--- src/design/rv_decode_settings.svh ---
`ifndef RV_DECODE_SETTINGS_SVH
`define RV_DECODE_SETTINGS_SVH

`define XLEN        64  // data width

`define QUEUE_DEPTH 4   // decoded ops waiting for the consumer

// ID pools, all powers of two
`define OP_SLOTS    16  // reorder buffer size
`define BR_SLOTS    4   // branch snapshots
`define LD_SLOTS    8   // load queue entries
`define ST_SLOTS    8   // store queue entries

`endif

--- src/design/rv_decode_pkg.sv ---
`include "rv_decode_settings.svh"

package rv_decode_pkg;

    // major opcode, bits 6:2 of the instruction
    typedef enum logic [4:0] {
        LOAD      = 5'b00000,
        MISC_MEM  = 5'b00011,
        OP_IMM    = 5'b00100,
        AUIPC     = 5'b00101,
        OP_IMM_32 = 5'b00110,
        STORE     = 5'b01000,
        OP        = 5'b01100,
        LUI       = 5'b01101,
        OP_32     = 5'b01110,
        BRANCH    = 5'b11000,
        JALR      = 5'b11001,
        JAL       = 5'b11011
    } opcode_t;

    typedef enum logic [1:0] {
        FU_ALU,
        FU_BRANCH,
        FU_LSU,
        FU_INV      // illegal instruction
    } fu_t;

    typedef enum logic [3:0] {
        ADD, SUB, SLL, SLT, SLTU, XOR, SRL, SRA, OR, AND
    } alu_fn_t;

    typedef enum logic [2:0] {
        IMM_NONE, IMM_I, IMM_S, IMM_B, IMM_U, IMM_J
    } imm_fmt_t;

    typedef struct packed {
        logic [`XLEN-1:0]              pc;
        fu_t                           fu;
        alu_fn_t                       alu_fn;
        logic [2:0]                    funct3;   // branch condition or memory width
        logic                          word;     // 32-bit op
        logic                          use_pc;
        logic                          use_imm;
        logic [4:0]                    rs1;
        logic [4:0]                    rs2;
        logic [4:0]                    rd;
        logic [`XLEN-1:0]              imm;
        logic [$clog2(`OP_SLOTS)-1:0]  op_id;
        logic [$clog2(`BR_SLOTS)-1:0]  br_id;
        logic [$clog2(`LD_SLOTS)-1:0]  ld_id;
        logic [$clog2(`ST_SLOTS)-1:0]  st_id;
        logic                          is_br;
        logic                          is_ld;
        logic                          is_st;
    } dec_op_t;

endpackage

--- src/design/id_alloc.sv ---
`timescale 1ns/100ps
`include "rv_decode_settings.svh"

module id_alloc (
    input  logic                         clk,
    input  logic                         rst,
    input  logic                         fetch_valid,
    input  logic                         is_br,
    input  logic                         is_ld,
    input  logic                         is_st,
    input  logic                         queue_full,
    input  logic                         commit_valid,
    input  logic                         commit_br,
    input  logic                         commit_ld,
    input  logic                         commit_st,
    input  logic                         redirect,
    input  logic [$clog2(`OP_SLOTS)-1:0] redirect_op_id,
    input  logic [$clog2(`BR_SLOTS)-1:0] redirect_br_id,
    input  logic [$clog2(`LD_SLOTS)-1:0] redirect_ld_id,
    input  logic [$clog2(`ST_SLOTS)-1:0] redirect_st_id,
    output logic                         fetch_ready,
    output logic                         push,
    output logic [$clog2(`OP_SLOTS)-1:0] op_id,
    output logic [$clog2(`BR_SLOTS)-1:0] br_id,
    output logic [$clog2(`LD_SLOTS)-1:0] ld_id,
    output logic [$clog2(`ST_SLOTS)-1:0] st_id
);
    localparam int ID_W  = $clog2(`OP_SLOTS);   // op pool is the widest
    localparam int CNT_W = ID_W + 1;

    // pool order: op, branch, load, store
    logic [3:0]           want;     // pools the current instruction draws from
    logic [3:0]           rel;      // pools this cycle's commit returns to
    logic [3:0]           free;
    logic [3:0][ID_W-1:0] red_id;   // next IDs after a redirect
    logic [3:0][ID_W-1:0] nid;

    assign want = {is_st, is_ld, is_br, 1'b1};
    assign rel  = {commit_st, commit_ld, commit_br, 1'b1} & {4{commit_valid}};

    assign red_id[0] = redirect_op_id + 1'b1;   // redirecting op stays in flight
    assign red_id[1] = ID_W'(redirect_br_id);
    assign red_id[2] = ID_W'(redirect_ld_id);
    assign red_id[3] = ID_W'(redirect_st_id);

    assign fetch_ready = !redirect && !queue_full && &(free | ~want);
    assign push        = fetch_valid && fetch_ready;

    assign op_id = nid[0];
    assign br_id = nid[1][$clog2(`BR_SLOTS)-1:0];
    assign ld_id = nid[2][$clog2(`LD_SLOTS)-1:0];
    assign st_id = nid[3][$clog2(`ST_SLOTS)-1:0];

    for (genvar p = 0; p < 4; p++) begin : g_pool
        localparam int SIZE = p == 0 ? `OP_SLOTS : p == 1 ? `BR_SLOTS :
                              p == 2 ? `LD_SLOTS : `ST_SLOTS;
        localparam logic [ID_W-1:0] MASK = ID_W'(SIZE - 1);

        logic [ID_W-1:0]  next_id;
        logic [CNT_W-1:0] count;    // IDs in flight
        logic [ID_W-1:0]  rewind;   // IDs handed out past the redirect point

        assign nid[p]  = next_id;
        assign free[p] = count < CNT_W'(SIZE);
        assign rewind  = (next_id - red_id[p]) & MASK;

        always_ff @(posedge clk) begin
            if (rst) begin
                next_id <= '0;
                count   <= '0;
            end else if (redirect) begin
                next_id <= red_id[p] & MASK;
                count   <= count - CNT_W'(rewind) - CNT_W'(rel[p]);
            end else begin
                if (push && want[p]) begin
                    next_id <= (next_id + 1'b1) & MASK;
                end
                count <= count + CNT_W'(push && want[p]) - CNT_W'(rel[p]);
            end
        end

        assert property (@(posedge clk) disable iff (rst) count <= CNT_W'(SIZE))
            else $error("id_alloc: pool %0d over capacity", p);
    end

endmodule

--- src/design/imm_extract.sv ---
`timescale 1ns/100ps

module imm_extract (
    input  logic [31:0]             ir,
    input  rv_decode_pkg::imm_fmt_t fmt,
    output logic [63:0]             imm
);
    import rv_decode_pkg::*;

    always_comb begin
        case (fmt)
            IMM_I:   imm = {{53{ir[31]}}, ir[30:20]};
            IMM_S:   imm = {{53{ir[31]}}, ir[30:25], ir[11:7]};
            IMM_B:   imm = {{52{ir[31]}}, ir[7], ir[30:25], ir[11:8], 1'b0};
            IMM_U:   imm = {{32{ir[31]}}, ir[31:12], 12'd0};
            IMM_J:   imm = {{44{ir[31]}}, ir[19:12], ir[20], ir[30:21], 1'b0};
            default: imm = 64'd0;   // register-only formats
        endcase
    end

endmodule

--- src/design/inst_classify.sv ---
`timescale 1ns/100ps

module inst_classify (
    input  logic [31:0]             ir,
    output rv_decode_pkg::fu_t      fu,
    output rv_decode_pkg::alu_fn_t  alu_fn,
    output logic [2:0]              funct3,
    output logic                    word,
    output logic                    use_pc,
    output logic                    use_imm,
    output logic [4:0]              rs1,
    output logic [4:0]              rs2,
    output logic [4:0]              rd,
    output rv_decode_pkg::imm_fmt_t fmt,
    output logic                    is_br,
    output logic                    is_ld,
    output logic                    is_st
);
    import rv_decode_pkg::*;

    opcode_t    opc;
    logic [2:0] f3;
    logic [6:0] f7;
    logic       legal;      // function fields valid for this opcode
    logic       has_rs1;
    logic       has_rs2;
    logic       has_rd;

    // alt selects SUB over ADD and SRA over SRL
    function automatic alu_fn_t f3_fn(input logic [2:0] f, input logic alt);
        case (f)
            3'b000:  return alt ? SUB : ADD;
            3'b001:  return SLL;
            3'b010:  return SLT;
            3'b011:  return SLTU;
            3'b100:  return XOR;
            3'b101:  return alt ? SRA : SRL;
            3'b110:  return OR;
            default: return AND;
        endcase
    endfunction

    assign opc = opcode_t'(ir[6:2]);
    assign f3  = ir[14:12];
    assign f7  = ir[31:25];

    always_comb begin
        legal   = 1'b0;
        fu      = FU_ALU;
        alu_fn  = ADD;
        funct3  = 3'd0;
        word    = 1'b0;
        use_pc  = 1'b0;
        use_imm = 1'b0;
        has_rs1 = 1'b0;
        has_rs2 = 1'b0;
        has_rd  = 1'b0;
        fmt     = IMM_NONE;
        is_br   = 1'b0;
        is_ld   = 1'b0;
        is_st   = 1'b0;
        case (opc)
            OP, OP_32: begin
                legal   = (f7 == 7'd0 && (opc == OP || f3 inside {3'b000, 3'b001, 3'b101})) ||
                          (f7 == 7'b0100000 && f3 inside {3'b000, 3'b101});
                alu_fn  = f3_fn(f3, ir[30]);
                word    = opc == OP_32;
                has_rs1 = 1'b1;
                has_rs2 = 1'b1;
                has_rd  = 1'b1;
            end
            OP_IMM, OP_IMM_32: begin
                // 64-bit shifts take a 6-bit shamt, word shifts a 5-bit one
                if (f3 == 3'b001)
                    legal = opc == OP_IMM ? ir[31:26] == 6'd0 : f7 == 7'd0;
                else if (f3 == 3'b101)
                    legal = opc == OP_IMM ? {ir[31], ir[29:26]} == 5'd0
                                          : {f7[6], f7[4:0]} == 6'd0;
                else
                    legal = opc == OP_IMM || f3 == 3'b000;
                alu_fn  = f3_fn(f3, f3 == 3'b101 && ir[30]);   // no SUBI
                word    = opc == OP_IMM_32;
                use_imm = 1'b1;
                has_rs1 = 1'b1;
                has_rd  = 1'b1;
                fmt     = IMM_I;
            end
            LUI, AUIPC: begin
                legal   = 1'b1;
                use_pc  = opc == AUIPC;
                use_imm = 1'b1;
                has_rd  = 1'b1;
                fmt     = IMM_U;
            end
            JAL, JALR: begin
                legal   = opc == JAL || f3 == 3'b000;
                fu      = FU_BRANCH;
                use_pc  = 1'b1;         // link value is pc + 4
                has_rs1 = opc == JALR;
                has_rd  = 1'b1;
                fmt     = opc == JAL ? IMM_J : IMM_I;
                is_br   = 1'b1;
            end
            BRANCH: begin
                legal   = f3[2:1] != 2'b01;
                fu      = FU_BRANCH;
                alu_fn  = SUB;          // compare by subtraction
                funct3  = f3;
                has_rs1 = 1'b1;
                has_rs2 = 1'b1;
                fmt     = IMM_B;
                is_br   = 1'b1;
            end
            LOAD: begin
                legal   = f3 != 3'b111;
                fu      = FU_LSU;
                funct3  = f3;
                use_imm = 1'b1;
                has_rs1 = 1'b1;
                has_rd  = 1'b1;
                fmt     = IMM_I;
                is_ld   = 1'b1;
            end
            STORE: begin
                legal   = !f3[2];
                fu      = FU_LSU;
                funct3  = f3;
                use_imm = 1'b1;
                has_rs1 = 1'b1;
                has_rs2 = 1'b1;
                fmt     = IMM_S;
                is_st   = 1'b1;
            end
            MISC_MEM: begin
                legal   = f3 == 3'b000;   // plain fence only
                fu      = FU_LSU;
                funct3  = f3;
                is_st   = 1'b1;           // fence holds a store queue slot
            end
            default: legal = 1'b0;
        endcase

        // unknown opcode, bad function field or compressed encoding
        if (!legal || ir[1:0] != 2'b11) begin
            fu      = FU_INV;
            alu_fn  = ADD;
            funct3  = 3'd0;
            word    = 1'b0;
            use_pc  = 1'b0;
            use_imm = 1'b0;
            has_rs1 = 1'b0;
            has_rs2 = 1'b0;
            has_rd  = 1'b0;
            fmt     = IMM_NONE;
            is_br   = 1'b0;
            is_ld   = 1'b0;
            is_st   = 1'b0;
        end
    end

    assign rs1 = has_rs1 ? ir[19:15] : 5'd0;
    assign rs2 = has_rs2 ? ir[24:20] : 5'd0;
    assign rd  = has_rd  ? ir[11:7]  : 5'd0;

endmodule

--- src/design/op_queue.sv ---
`timescale 1ns/100ps
`include "rv_decode_settings.svh"

module op_queue (
    input  logic                   clk,
    input  logic                   rst,
    input  logic                   flush,
    input  logic                   push,
    input  rv_decode_pkg::dec_op_t push_op,
    input  logic                   pop,
    output rv_decode_pkg::dec_op_t head_op,
    output logic                   full,
    output logic                   empty
);
    import rv_decode_pkg::*;

    localparam int PTR_W = $clog2(`QUEUE_DEPTH);

    dec_op_t          mem [`QUEUE_DEPTH];
    logic [PTR_W-1:0] front;
    logic [PTR_W:0]   count;
    logic [PTR_W-1:0] tail;

    assign tail    = front + count[PTR_W-1:0];   // wraps at depth
    assign head_op = mem[front];
    assign full    = count == (PTR_W+1)'(`QUEUE_DEPTH);
    assign empty   = count == '0;

    always_ff @(posedge clk) begin
        if (push) begin
            mem[tail] <= push_op;
        end
    end

    always_ff @(posedge clk) begin
        if (rst || flush) begin
            front <= '0;
            count <= '0;
        end else begin
            if (pop) begin
                front <= front + 1'b1;
            end
            count <= count + (PTR_W+1)'(push) - (PTR_W+1)'(pop);
        end
    end

    assert property (@(posedge clk) disable iff (rst) !(push && full))
        else $error("op_queue: push while full");

    assert property (@(posedge clk) disable iff (rst) !(pop && empty))
        else $error("op_queue: pop while empty");

endmodule

--- src/design/rv_decode_top.sv ---
`timescale 1ns/100ps
`include "rv_decode_settings.svh"

module rv_decode_top (
    input  logic                         clk,
    input  logic                         rst,
    input  logic                         fetch_valid,
    input  logic [`XLEN-1:0]             fetch_pc,
    input  logic [31:0]                  fetch_ir,
    output logic                         fetch_ready,
    input  logic                         take,
    output logic                         dec_valid,
    output logic [`XLEN-1:0]             dec_pc,
    output rv_decode_pkg::fu_t           dec_fu,
    output rv_decode_pkg::alu_fn_t       dec_alu_fn,
    output logic [2:0]                   dec_funct3,
    output logic                         dec_word,
    output logic                         dec_use_pc,
    output logic                         dec_use_imm,
    output logic [4:0]                   dec_rs1,
    output logic [4:0]                   dec_rs2,
    output logic [4:0]                   dec_rd,
    output logic [`XLEN-1:0]             dec_imm,
    output logic [$clog2(`OP_SLOTS)-1:0] dec_op_id,
    output logic [$clog2(`BR_SLOTS)-1:0] dec_br_id,
    output logic [$clog2(`LD_SLOTS)-1:0] dec_ld_id,
    output logic [$clog2(`ST_SLOTS)-1:0] dec_st_id,
    output logic                         dec_is_br,
    output logic                         dec_is_ld,
    output logic                         dec_is_st,
    input  logic                         commit_valid,
    input  logic                         commit_br,
    input  logic                         commit_ld,
    input  logic                         commit_st,
    input  logic                         redirect,
    input  logic [$clog2(`OP_SLOTS)-1:0] redirect_op_id,
    input  logic [$clog2(`BR_SLOTS)-1:0] redirect_br_id,
    input  logic [$clog2(`LD_SLOTS)-1:0] redirect_ld_id,
    input  logic [$clog2(`ST_SLOTS)-1:0] redirect_st_id
);
    import rv_decode_pkg::*;

    dec_op_t  entry;    // op being accepted this cycle
    dec_op_t  head;
    imm_fmt_t fmt;
    logic     push;
    logic     pop;
    logic     full;
    logic     empty;

    assign entry.pc = fetch_pc;

    inst_classify u_classify (
        .ir(fetch_ir), .fu(entry.fu), .alu_fn(entry.alu_fn), .funct3(entry.funct3),
        .word(entry.word), .use_pc(entry.use_pc), .use_imm(entry.use_imm),
        .rs1(entry.rs1), .rs2(entry.rs2), .rd(entry.rd), .fmt(fmt),
        .is_br(entry.is_br), .is_ld(entry.is_ld), .is_st(entry.is_st)
    );

    imm_extract u_imm (.ir(fetch_ir), .fmt(fmt), .imm(entry.imm));

    id_alloc u_alloc (
        .clk(clk), .rst(rst), .fetch_valid(fetch_valid),
        .is_br(entry.is_br), .is_ld(entry.is_ld), .is_st(entry.is_st), .queue_full(full),
        .commit_valid(commit_valid), .commit_br(commit_br), .commit_ld(commit_ld),
        .commit_st(commit_st), .redirect(redirect), .redirect_op_id(redirect_op_id),
        .redirect_br_id(redirect_br_id), .redirect_ld_id(redirect_ld_id),
        .redirect_st_id(redirect_st_id), .fetch_ready(fetch_ready), .push(push),
        .op_id(entry.op_id), .br_id(entry.br_id), .ld_id(entry.ld_id), .st_id(entry.st_id)
    );

    op_queue u_queue (
        .clk(clk), .rst(rst), .flush(redirect), .push(push), .push_op(entry),
        .pop(pop), .head_op(head), .full(full), .empty(empty)
    );

    assign dec_valid = !empty && !redirect;   // head is stale while flushing
    assign pop       = take && dec_valid;

    assign dec_pc      = head.pc;
    assign dec_fu      = head.fu;
    assign dec_alu_fn  = head.alu_fn;
    assign dec_funct3  = head.funct3;
    assign dec_word    = head.word;
    assign dec_use_pc  = head.use_pc;
    assign dec_use_imm = head.use_imm;
    assign dec_rs1     = head.rs1;
    assign dec_rs2     = head.rs2;
    assign dec_rd      = head.rd;
    assign dec_imm     = head.imm;
    assign dec_op_id   = head.op_id;
    assign dec_br_id   = head.br_id;
    assign dec_ld_id   = head.ld_id;
    assign dec_st_id   = head.st_id;
    assign dec_is_br   = head.is_br;
    assign dec_is_ld   = head.is_ld;
    assign dec_is_st   = head.is_st;

endmodule

--- config.mk ---
export PLATFORM = sky130hd
export DESIGN_NAME = rv_decode_top
export DESIGN_NICKNAME = d
export VERILOG_FILES = /design/src/design/rv_decode_pkg.sv /design/src/design/id_alloc.sv /design/src/design/imm_extract.sv /design/src/design/inst_classify.sv /design/src/design/op_queue.sv /design/src/design/rv_decode_top.sv
export VERILOG_INCLUDE_DIRS = /design/src /design/src/design
export SDC_FILE = /design/constraint.sdc
export NUM_CORES = 1
export LEC_CHECK = 0
export BUFFER_PORTS_ARGS = -buffer_cell sky130_fd_sc_hd__buf_2
export CAP_MARGIN = 10
export CORE_MARGIN = 4
export CORE_UTILIZATION = 47
export CTS_BUF_LIST = sky130_fd_sc_hd__clkbuf_8 sky130_fd_sc_hd__clkbuf_16
export CTS_CLUSTER_SIZE = 40
export DETAILED_ROUTE_END_ITERATION = 8
export MAX_ROUTING_LAYER = met4
export PLACE_DENSITY_LB_ADDON = 0.2
export SLEW_MARGIN = 10
export SYNTH_ARGS = -nofsm -noshare
export SYNTH_HDL_FRONTEND = slang
export SYNTH_SLANG_ARGS = --single-unit
--- constraint.sdc ---
create_clock -name clk -period 34.6 [get_ports clk]
set_input_delay 6.92 -clock clk [delete_from_list [all_inputs] [get_ports clk]]
set_output_delay 6.92 -clock clk [all_outputs]
set_load 0.02 [all_outputs]
* Word-level counts from Yosys, hierarchy flattened *
Memories as Yosys holds them, arrays and structs flattened. A register that Yosys moved wholly into a read port is not among the register bits.
Cells that the tools add are included.

operators by class
  $mul = 0
  magnitude comparators = 4
  div/mod/pow operators = 0
  mux-type cells = 58
  bitwise gates (word level) = 3
  $add $sub $neg = 29
  reduce and logical (&&, ||, !) cells = 49
  shifts and indexed selects = 0
  equal/unequal tests = 27

operators with widths
  operator              count
  $pmux W64 S5          1
  $pmux W4 S7           2
  $sub A5 B1 Y5         8
  $mux W5               7
  $mux W1               25
  $mux W3               8
  $add A5 B1 Y5         4
  $eq A5 B4 Y1 const B  4
  $eq A3 B3 Y1 const B  6
  $eq A5 B3 Y1 const B  3
  $eq A5 B5 Y1 const B  3
  $pmux W3 S5           1
  $eq A3 B2 Y1 const B  4
  $logic_not A6 Y1      2
  $mux W4               3
  $pmux W4 S3           1
  $logic_and A1 B1 Y1   11
  $logic_not A5 Y1      2
  $lt A5 B4 Y1 const B  2
  $mux W2               5
  $reduce_bool A2 Y1    5
  $reduce_or A2 Y1      5
  $sub A5 B3 Y5         2
  $reduce_or A3 Y1      3
  other kinds (35)      53

storage, ports and cells
  output and inout port bits = 172
  memories = 1
  latch bits = 0
  ROM bits = 0
  logic and storage cells = 181
  memory bits (writable) = 680
  input port bits = 117
  register bits = 37

memories
  memory       words  width  read ports  clocked after Yosys merged registers in  write ports  line            RTL
  u_queue.mem  4      170    1           1                                        1            op_queue.sv:19  dec_op_t mem [`QUEUE_DEPTH];

* Longest topological paths before layout *
Gate-level depths: netlist of run 1.

  word-level depth = 18
  gate-level depth with buffers = 18
  depth with buffers taken out = 18

* Modules after synthesis *
From an unflattened synthesis of run 1, not the netlist that was laid out.

unflattened totals
  cell total of the unflattened synthesis = 1498
  area, all modules = 29313.1 um2

modules (own cells, without submodules)
  module         cells each  area each (um2)  times used  seq. area each (um2)
  op_queue       926         24887.6          1           20559.7
  id_alloc       335         2946.6           1           640.6
  inst_classify  137         832.0            1           0.0
  imm_extract    98          630.6            1           0.0
  rv_decode_top  2           16.3             1           0.0

* Least setup slack after synthesis of run 1 *
OpenSTA, ideal clock, no wires.

  path kind = input to register
  from = input fetch_ir[12]
  to = memory u_queue.mem[0][0] (netlist bit) (enable)
  required time = 33796 ps
  path slack = 16235 ps
  buffers on the path = 1
  data arrival time = 17560 ps
  cell stages on the path = 7
  library setup time = 804 ps
  cell sequence = buf_2 -> nor2b_1 -> nor2b_1 -> o2bb2a_4 -> nor4_4 -> o21ai_2 -> nor3_1

on the way
  word-level cells in the longest chain between the ends = 16
  elaborated cells on any way between the ends = 27
  those cells by class = eq/ne: 3; mux: 8; bitwise: 2; reduce/logical: 14

ends and longest elaborated chain
  what                                  line                                      RTL
  start: declaration                    rv_decode_top.sv:9                        input logic [31:0] fetch_ir,
  $eq A3 B1 Y1 (tied with other cells)  inst_classify.sv:64, inst_classify.sv:74
  $reduce_bool A3 Y1                    inst_classify.sv:64                       legal = (f7 == 7'd0 && (opc == OP || f3 inside {3'b000, 3'b001, 3'b101})) ||
  $logic_or A1 B1 Y1                    inst_classify.sv:64
  $logic_and A1 B1 Y1                   inst_classify.sv:64
  $logic_or A1 B1 Y1                    inst_classify.sv:64
  $pmux W1 S8 (*)                       inst_classify.sv:62                       case (opc)
  $logic_not A1 Y1 (*)                  inst_classify.sv:144                      if (!legal || ir[1:0] != 2'b11) begin
  $logic_or A1 B1 Y1 (*)                inst_classify.sv:144
  $mux W1                               inst_classify.sv:144
  $not A4 Y4 (*)                        id_alloc.sv:46                            assign fetch_ready = !redirect && !queue_full && &(free | ~want);
  $or A4 B4 Y4 (*)                      id_alloc.sv:46
  $reduce_and A4 Y1 (*)                 id_alloc.sv:46
  $logic_and A1 B1 Y1 (*)               id_alloc.sv:46
  $logic_and A1 B1 Y1 (*)               id_alloc.sv:47                            assign push = fetch_valid && fetch_ready;
  $mux W1 (*)                           op_queue.sv:30                            if (push) begin
  $mux W1 (implied by the code) (*)     op_queue.sv:31                            mem[tail] <= push_op;
  end: declaration                      op_queue.sv:19

Every way passes the cells marked *; elsewhere a longest branch is shown, timed or not.

* Worst setup path in the final report of run 1 *
  from = input fetch_ir[2]
  to = output fetch_ready

on the way
  word-level cells in the longest chain between the ends = 12
  elaborated cells on any way between the ends = 40
  those cells by class = eq/ne: 11; mux: 11; bitwise: 2; reduce/logical: 16

ends and longest elaborated chain
  what                                                   line                                      RTL
  $eq A5 B3 Y1 / $eq A5 B4 Y1 (equally long branches)    --
  $mux W1 (tied with other cells)                        inst_classify.sv:77                       legal = opc == OP_IMM ? {ir[31], ir[29:26]} == 5'd0
  $mux W1 / $logic_and A1 B1 Y1 (equally long branches)  inst_classify.sv:76, inst_classify.sv:64
  $mux W1 / $logic_or A1 B1 Y1 (equally long branches)   inst_classify.sv:74, inst_classify.sv:64
  $pmux W1 S8                                            inst_classify.sv:62
  $logic_not A1 Y1                                       inst_classify.sv:144
  $logic_or A1 B1 Y1                                     inst_classify.sv:144
  $mux W1                                                inst_classify.sv:144
  $not A4 Y4 (*)                                         id_alloc.sv:46
  $or A4 B4 Y4 (*)                                       id_alloc.sv:46
  $reduce_and A4 Y1 (*)                                  id_alloc.sv:46
  $logic_and A1 B1 Y1 (*)                                id_alloc.sv:46
  end: declaration                                       rv_decode_top.sv:10                       output logic fetch_ready,

Marked as above.

==> impl_summary.txt, run 1 <==
----------------------------------------------------
[Timing]
  Final period util ... 0.456
  Max transition margin ... 0.245
  Worst clock skew ... 0.0243 ns
  Total Negative Setup Slacks ... 0 ns
  Fin. Hold Viols ... 0
  Worst slew pin tran ... 1.13 ns
  Period minus WS final ... 15.79 ns
  Count of endpoints failing setup in the final report ... 0
  Unrepaired setup endpoints after global routing ... no
  Final Max Slew Viols ... 0
  Setup slack of the critical path after layout ... 18.81 ns
  Maximum clock frequency ... 63.3 MHz

[Setup path]
  Combined buffer and inverter count along the critical path ... 3
  Critical path class ... input port to output port
  Slowest stage cell, crit path ... a221oi_2
  Worst-path maximum fanout ... 25
  Delay of the slowest cell on the worst path ... 0.58 ns
  Worst Path Required ... 27.68 ns
  Cell chain of the critical path ... buf_2, inv_1, o21a_1, a221oi_2, o41ai_2, o21a_1, buf_2
  CP delay by family, top ... compound AO/OA/AOI/OAI gates
  Sort of element at the start of the critical path ... input port
  Arrival time worst endpoint ... 8.87 ns
  Critical Path Sink Type ... output port

[Final layout]
  Area of the multi-input gates ... 6590 µm²
  Footprint of the flip-flops and latches ... 17400 µm²
  Most frequent cells in the layout ... edfxtp_1 (552), buf_2 (288), mux4_2 (138), inv_1 (90), nor2_1 (63)
  Net count of the finished layout ... 1828
  Fraction of final layout cells with drive strength greater than 1 ... 0.329
  Layout Area Growth over Synthesis ... 16.1%
  Most common cell after layout, fill and taps aside ... edfxtp_1
  Filler cell count in the final layout ... 4085

[GRT]
  Global Route met2 Usage ... 0.316
  Global-route layer with the greatest usage ... met2
  Number of antenna violations at the first check in global routing ... 1
  Met3 Resource Use GR ... 0.0439
  Fraction of met1 tracks used by global routing ... 0.269
  GRT Resource Usage Total ... 0.198
  Largest net degree at the start of global routing ... 135
  Global route total overflow ... 0
  Global-route wire length before repair ... 83.6 mm
  Via count of the first global-routing pass ... 13500

[Routing]
  Total detailed-routing wirelength ... 54.7 mm
  Via count of the routed design ... 13200
  First-pass iteration count of the detailed router ... 5
  Initial detailed-routing violation count ... 976
  Via count normalized by instance count ... 5.53
  Remaining DRCs ... 0
  Number of routed nets with antenna violations ... 0
  Mean routed wirelength per cell ... 23.0 µm

[Clocking]
  Number of buffers added by the clock tree synthesis step ... 60
  CTS Hold Buffers Added ... 0
  Post-cts sizing count ... 0
  Clock root buffer ... clkbuf_16
  H-tree lvl count ... 2
  Clock transition time at the flip-flop clock pins of the worst setup and hold paths ... 0.06 ns
  Post-CTS Setup Bufs ... 0
  Largest buffer count on any clock path ... 3
  TritonCTS clock tree ... yes
  Insertion delay of the later-clocked pin in the worst-skew pair ... 0.62 ns
  Clock sink count ... 591

[Yosys]
  Yosys reg bits ... 591
  Syn avg cell area ... 18.0 µm²
  Ys Warns ... 0
  Dominant combinational cell family by area after synthesis ... multiplexers
  Adder-cell share of the synthesized area ... 0.0372
  Multiplexer area fraction after synthesis ... 0.127
  Xor/xnor share of the synthesized area ... 0.0138
  Cell count after synthesis ... 1373
  Leading cell types by total area after synthesis ... edfxtp_1 (67%), mux4_2 (13%), dfxtp_1 (3.2%)
  Async set-or-reset flop fraction in the synthesized netlist ... 0
  Summed instance area of the synthesized netlist ... 24700 µm²
  Syn Nets ... 1554
  Post-synthesis sequential area ratio ... 0.702
  Area share of the leading cell type in the synthesized netlist ... 0.670
  Most instantiated flip-flop cell in the synthesis netlist ... edfxtp_1
  Compound-Gate Fraction of Synth Area ... 0.0404
  Post-synthesis share of cell area spent on and, or, nand and nor gates ... 0.0466
  Yosys top cell by area ... edfxtp_1
  Number of enable-type register cells in the synthesized netlist ... 552
  Number of distinct standard cells referenced by the synthesized netlist ... 72

[Place]
  Setup slack after placement ... 18.86 ns
  Sum of net half-perimeters after detailed placement ... 34.6 mm
  # port buffers ... 288
  Global placement routability congestion ... 0.797

[Power and ir drop]
  Largest voltage drop on the vdd net ... 42.5 µV
  Power density normalized to cell area ... 58.7 nW/µm²
  Standby leakage power ... 0.0104 µW
  Overall power of the completed layout ... 1690 µW

[Run]
  Number of violations of the max-capacitance limit ... 0

[Die]
  Core Area ... 51700 µm²
  I/O Pins ... 289
  Width of the die ... 237 µm
  Number of placement rows ... 83
  Starting Density ... 0.478
  Area enclosed by the die boundary ... 56400 µm²
  Die extent in y ... 237 µm

[Worst hold path]
  Type of the worst min-delay path ... flop to flop

[Run status]
  Result of the run ... complete, no violations

----------------------------------------------------
==> final cells by class <==
class	count	share of cell area
timing repair buffer	306	0.0558
multi-input combinational	608	0.229
clock buffer	62	0.0532
tap	680	0.0296
antenna	3	0.000261
sequential	591	0.605
inverter	80	0.0105
clock inverter	49	0.0165
==> logic make-up (layout without fill, tap and decap cells) <==
| logic type | after synthesis | in the layout |
|---|---|---|
| fa+ha+maj | 64 | 64 |
| compound gates | 141 | 141 |
| other cells | 0 | 3 |
| flops | 591 | 591 |
| buf+inv | 174 | 497 |
| xor+xnor | 39 | 39 |
| mux | 142 | 142 |
| simple gates | 222 | 222 |
==> flip-flops by register name, summed over array words and instances (netlist names), named ones only <==
name / count
u_queue.mem: 552
u_alloc.g_pool.count: 20
u_alloc.g_pool.next_id: 8
u_alloc.op_id: 4
u_queue.count: 3
u_queue.front: 2
==> routing by layer <==
metal	part of all wire	wire (µm)
met5	0	0
met4	0.015	809
met3	0.064	3500
met2	0.50	27100
met1	0.43	23300
==> final timing paths <==
kind,from,endpoint,slack [ns],cells after the start
min,u_alloc.g_pool[1].next_id[0],u_queue.mem[2][9],0.51,0
max,fetch_ir[2],fetch_ready,18.81,7
max reg2reg,u_queue.count[1],u_queue.mem[3][147],30.28,8
min reg2reg,u_alloc.g_pool[1].next_id[0],u_queue.mem[2][9],0.51,0
==> cell usage after synthesis (3+ instances only) <==
master     number
edfxtp_1      552
mux4_2        138
inv_1          80
nor2_1         63
a21oi_1        54
nand2_1        49
ha_1           48
dfxtp_1        39
buf_4          35
clkbuf_1       30
xnor2_1        29
and2_1         26
buf_1          17
fa_1           16
nor3_1         14
nand3_1        13
a211oi_1       12
o21ai_0        12
a21o_1         10
buf_2          10
nand2b_1       10
xor2_1         10
o211ai_1        7
or3_1           6
a311oi_1        5
and3_1          5
nor2b_1         5
or4_1           5
a31oi_1         4
mux2i_1         4
nor4_1          4
a2111oi_2       3
a32oi_1         3
and3b_1         3
o21a_1          3
o311ai_0        3
or2_2           3
==> power breakdown <==
| part | internal, µW | switching [µW] | leakage (µW) | total, µW |
|---|---|---|---|---|
| clock | 380 | 268 | 0.00100 | 647 |
| sequential | 807 | 12.3 | 0.00577 | 820 |
| combinational | 90.5 | 128 | 0.00359 | 219 |
==> metrics by stage <==
stage | instances | util | hold slack, ns | area (µm²)
2_1_floorplan | 1373 | - | 0.460 | 24700
3_3_place_gp | 2265 | 0.516 | 0.477 | 26700
3_5_place_dp | 2265 | 0.516 | 0.502 | 26700
4_1_cts | 2376 | 0.555 | 0.517 | 28700
5_1_grt | 2377 | 0.555 | 0.536 | 28700
6_report | 2379 | 0.555 | 0.511 | 28700
Note: power is estimated with default switching activity, not from simulation.
==> run 2, diff against run 1 <==
- clock period: 34.6 -> 14.8 ns (I/O delays scaled with it)
==> run 2 against run 1 <==
Compared with the run above: final area shrank 0.12%; critical path depth stayed put; flip-flop and latch count did not move; critical path type unchanged; sequential share of layout area rose by 0.074 points; worst setup slack got worse by 12 ns; core utilization shrank 0.068 points; power increased by 130%; hold slack lost 0.0036 ns; critical endpoint unchanged.
==> impl_summary.txt, run 2 (synthesis results as in run 1) <==
----------------------------------------------------
[Power and ir drop]
  Internal cell power ... 2960 µW (was 1280 µW)
  Combinational fraction of design power ... 0.129 (was 0.130)
  Clock power share ... 0.382 (was 0.384)
  Reg power frac ... 0.489 (was 0.486)
  Standby leakage power ... 0.0103 µW (was 0.0104 µW)
  Net load switching power ... 956 µW (was 408 µW)
  Switching portion of total power ... 0.244 (was 0.242)
  Power density normalized to cell area ... 137 nW/µm² (was 58.7 nW/µm²)
  Largest voltage drop on the vdd net ... 115 µV (was 42.5 µV)

[Clocking]
  Clock transition time at the flip-flop clock pins of the worst setup and hold paths ... 0.06 ns (about the same)
  Insertion delay of the later-clocked pin in the worst-skew pair ... 0.63 ns (was 0.62 ns)
  H-tree lvl count ... 2 (unchanged)
  Clock root buffer ... clkbuf_16 (unchanged)
  Post-CTS Setup Bufs ... 0 (unchanged)
  Largest buffer count on any clock path ... 3 (unchanged)
  CTS Hold Buffers Added ... 0 (unchanged)
  TritonCTS clock tree ... yes (unchanged)
  Clock sink count ... 591 (unchanged)
  Number of buffers added by the clock tree synthesis step ... 60 (unchanged)
  Post-cts sizing count ... 0 (unchanged)

[Place]
  Setup slack after placement ... 7.00 ns (was 18.86 ns)
  # port buffers ... 288 (unchanged)
  Post-DP Area ... 26700 µm² (about the same)
  Number of cells in the design after placement ... 2262 (was 2265)
  Sum of net half-perimeters after detailed placement ... 33.9 mm (was 34.6 mm)
  Global placement routability congestion ... 0.800 (was 0.797)

[Die]
  Area enclosed by the die boundary ... 56400 µm² (unchanged)
  I/O Pins ... 289 (unchanged)
  Starting Density ... 0.478 (unchanged)
  Width of the die ... 237 µm (unchanged)
  Number of placement rows ... 83 (unchanged)
  Die extent in y ... 237 µm (unchanged)
  Core Area ... 51700 µm² (unchanged)

[GRT]
  GRT Resource Usage Total ... 0.195 (was 0.198)
  Via count of the first global-routing pass ... 13300 (was 13500)
  Largest net degree at the start of global routing ... 135 (unchanged)
  Global route total overflow ... 0 (unchanged)
  Number of antenna violations at the first check in global routing ... 2 (was 1)
  Global-route wire length before repair ... 82.3 mm (was 83.6 mm)

[Run]
  Number of violations of the max-capacitance limit ... 0 (unchanged)

[Setup path]
  Critical Path Sink Type ... output port (unchanged)
  Delay of the slowest cell on the worst path ... 0.55 ns (was 0.58 ns)
  Worst setup slack for register-to-register paths ... 10.53 ns (was 30.28 ns)
  Arrival time worst endpoint ... 4.90 ns (was 8.87 ns)
  RR Endpoint ... u_queue.mem[3][89] (was u_queue.mem[3][147])
  Worst Path Required ... 11.84 ns (was 27.68 ns)
  Worst-path maximum fanout ... 25 (unchanged)
  Slowest stage cell, crit path ... a221oi_2 (unchanged)
  Critical path class ... input port to output port (unchanged)
  Sort of element at the start of the critical path ... input port (unchanged)
  Cell chain of the critical path ... buf_2, inv_1, o21a_1, a221oi_2, o41ai_2, o21a_1, buf_2 (unchanged)
  Number of cells on the worst reg-to-reg path ... 8 (unchanged)
  Worst reg2reg path startpoint ... u_queue.count[1] (unchanged)

[Final layout]
  Number of flip-flops under the largest register name ... 552 (unchanged)
  Net count of the finished layout ... 1825 (was 1828)
  Most frequent cells in the layout ... edfxtp_1 (552), buf_2 (288), mux4_2 (138), inv_1 (87), nor2_1 (63) (was edfxtp_1 (552), buf_2 (288), mux4_2 (138), inv_1 (90), nor2_1 (63))
  Finished layout cell area ... 28700 µm² (about the same)
  Largest registers ranked by flip-flop count ... u_queue.mem: 552 flops, u_alloc.g_pool.count: 20 flops, u_alloc.g_pool.next_id: 8 flops (unchanged)
  Fraction of final layout cells with drive strength greater than 1 ... 0.328 (was 0.329)
  Non-filler instance count after layout ... 2376 (was 2379)
  Top register by number of flip-flops ... u_queue.mem (unchanged)
  Most common cell after layout, fill and taps aside ... edfxtp_1 (unchanged)
  Layout Area Growth over Synthesis ... 16.0% (was 16.1%)

[Routing]
  Via count normalized by instance count ... 5.52 (was 5.53)
  Mean routed wirelength per cell ... 22.7 µm (was 23.0 µm)
  Total detailed-routing wirelength ... 53.9 mm (was 54.7 mm)
  Number of routed nets with antenna violations ... 0 (unchanged)
  Initial detailed-routing violation count ... 926 (was 976)
  First-pass iteration count of the detailed router ... 6 (was 5)
  Via count of the routed design ... 13100 (was 13200)
  Remaining DRCs ... 0 (unchanged)

[Run status]
  Result of the run ... complete, no violations (unchanged)

[Timing]
  Fin. Hold Viols ... 0 (unchanged)
  Maximum clock frequency ... 127 MHz
  Setup slack of the critical path after layout ... 6.94 ns (was 18.81 ns)
  Final period util ... 0.531
  Unrepaired setup endpoints after global routing ... no (unchanged)
  Hold Slack ... 0.507 ns (was 0.511 ns)
  Worst clock skew ... 0.0327 ns (was 0.0243 ns)
  Total Negative Setup Slacks ... 0 ns (unchanged)
  Max transition margin ... 0.306 (was 0.245)
  Worst slew pin tran ... 1.04 ns (was 1.13 ns)
  Period minus WS final ... 7.86 ns
  Final Max Slew Viols ... 0 (unchanged)
  Count of endpoints failing setup in the final report ... 0 (unchanged)

[Worst hold path]
  Origin of the worst min-delay path ... u_alloc.g_pool[1].next_id[0] (unchanged)
  Number of stages on the worst hold path ... 0 (unchanged)
  Hold Path Sink ... u_queue.mem[1][9] (was u_queue.mem[2][9])
  Type of the worst min-delay path ... flop to flop (unchanged)

----------------------------------------------------
-- run 2: cell types whose count changed in the layout (fill, tap and decap cells not counted), sizes merged --
cell      previous run  this run
clkinv              22        31
clkinvlp             6         2
inv                 93        89
buf                306       303
bufinv               8         6
clkbuf              62        63
-- run 2: worst max path at each step --
| stage | from | endpoint | slack [ns] | cells after the start |
|---|---|---|---|---|
| 6_report | fetch_ir[2] | fetch_ready | 6.94 | 7 |
| 5_1_grt | fetch_ir[2] | fetch_ready | 6.81 | 7 |
| 4_1_cts | fetch_ir[2] | fetch_ready | 7.00 | 7 |
| 3_5_place_dp | fetch_ir[2] | fetch_ready | 7.00 | 7 |
| 3_3_place_gp | fetch_ir[2] | fetch_ready | 7.00 | 7 |
| 2_1_floorplan | fetch_ir[12] | u_queue.mem[0][0] | 0.40 | 7 |
-- run 2: stage by stage --
stage | util | power, µW
global placement | 0.516 | 2450
finish | 0.555 | 3920
CTS | 0.554 | 3970
floorplan | - | 2330
global route | 0.555 | 4100
detailed placement | 0.516 | 2470
-- run 2: power groups by stage --
| stage | logic [µW] | registers (µW) | clock network, µW |
|---|---|---|---|
| 6_report | 507 | 1920 | 1500 |
| 5_1_grt | 568 | 1920 | 1610 |
| 4_1_cts | 516 | 1920 | 1530 |
| 3_5_place_dp | 514 | 1950 | 0 |
| 3_3_place_gp | 505 | 1950 | 0 |
| 2_1_floorplan | 373 | 1960 | 0 |
-- run 2: routing by layer --
| layer | up-vias | global-route usage | wire, µm |
|---|---|---|---|
| met5 | - | - | 0 |
| met4 | 0 | 0.0561 | 1300 |
| met3 | 82 | 0.0375 | 3470 |
| met2 | 385 | 0.300 | 26100 |
| met1 | 6732 | 0.270 | 23000 |
| li1 | 5927 | - | - |
-- run 2: layout make-up --
cell class	count	area [µm²]
Fill cell	4045	23000
Sequential cell	591	17400
Multi-Input combinational cell	608	6590
Timing Repair Buffer	303	1590
Clock buffer	63	1550
Tap cell	680	851
Clock inverter	48	423
Inverter	80	300
Antenna cell	3	7.51
-- run 2: worst max-delay path, delay by kind of cell --
| kind | cells | cell delay (ns) |
|---|---|---|
| compound gates | 4 | 1.26 |
| buf+inv | 3 | 0.67 |
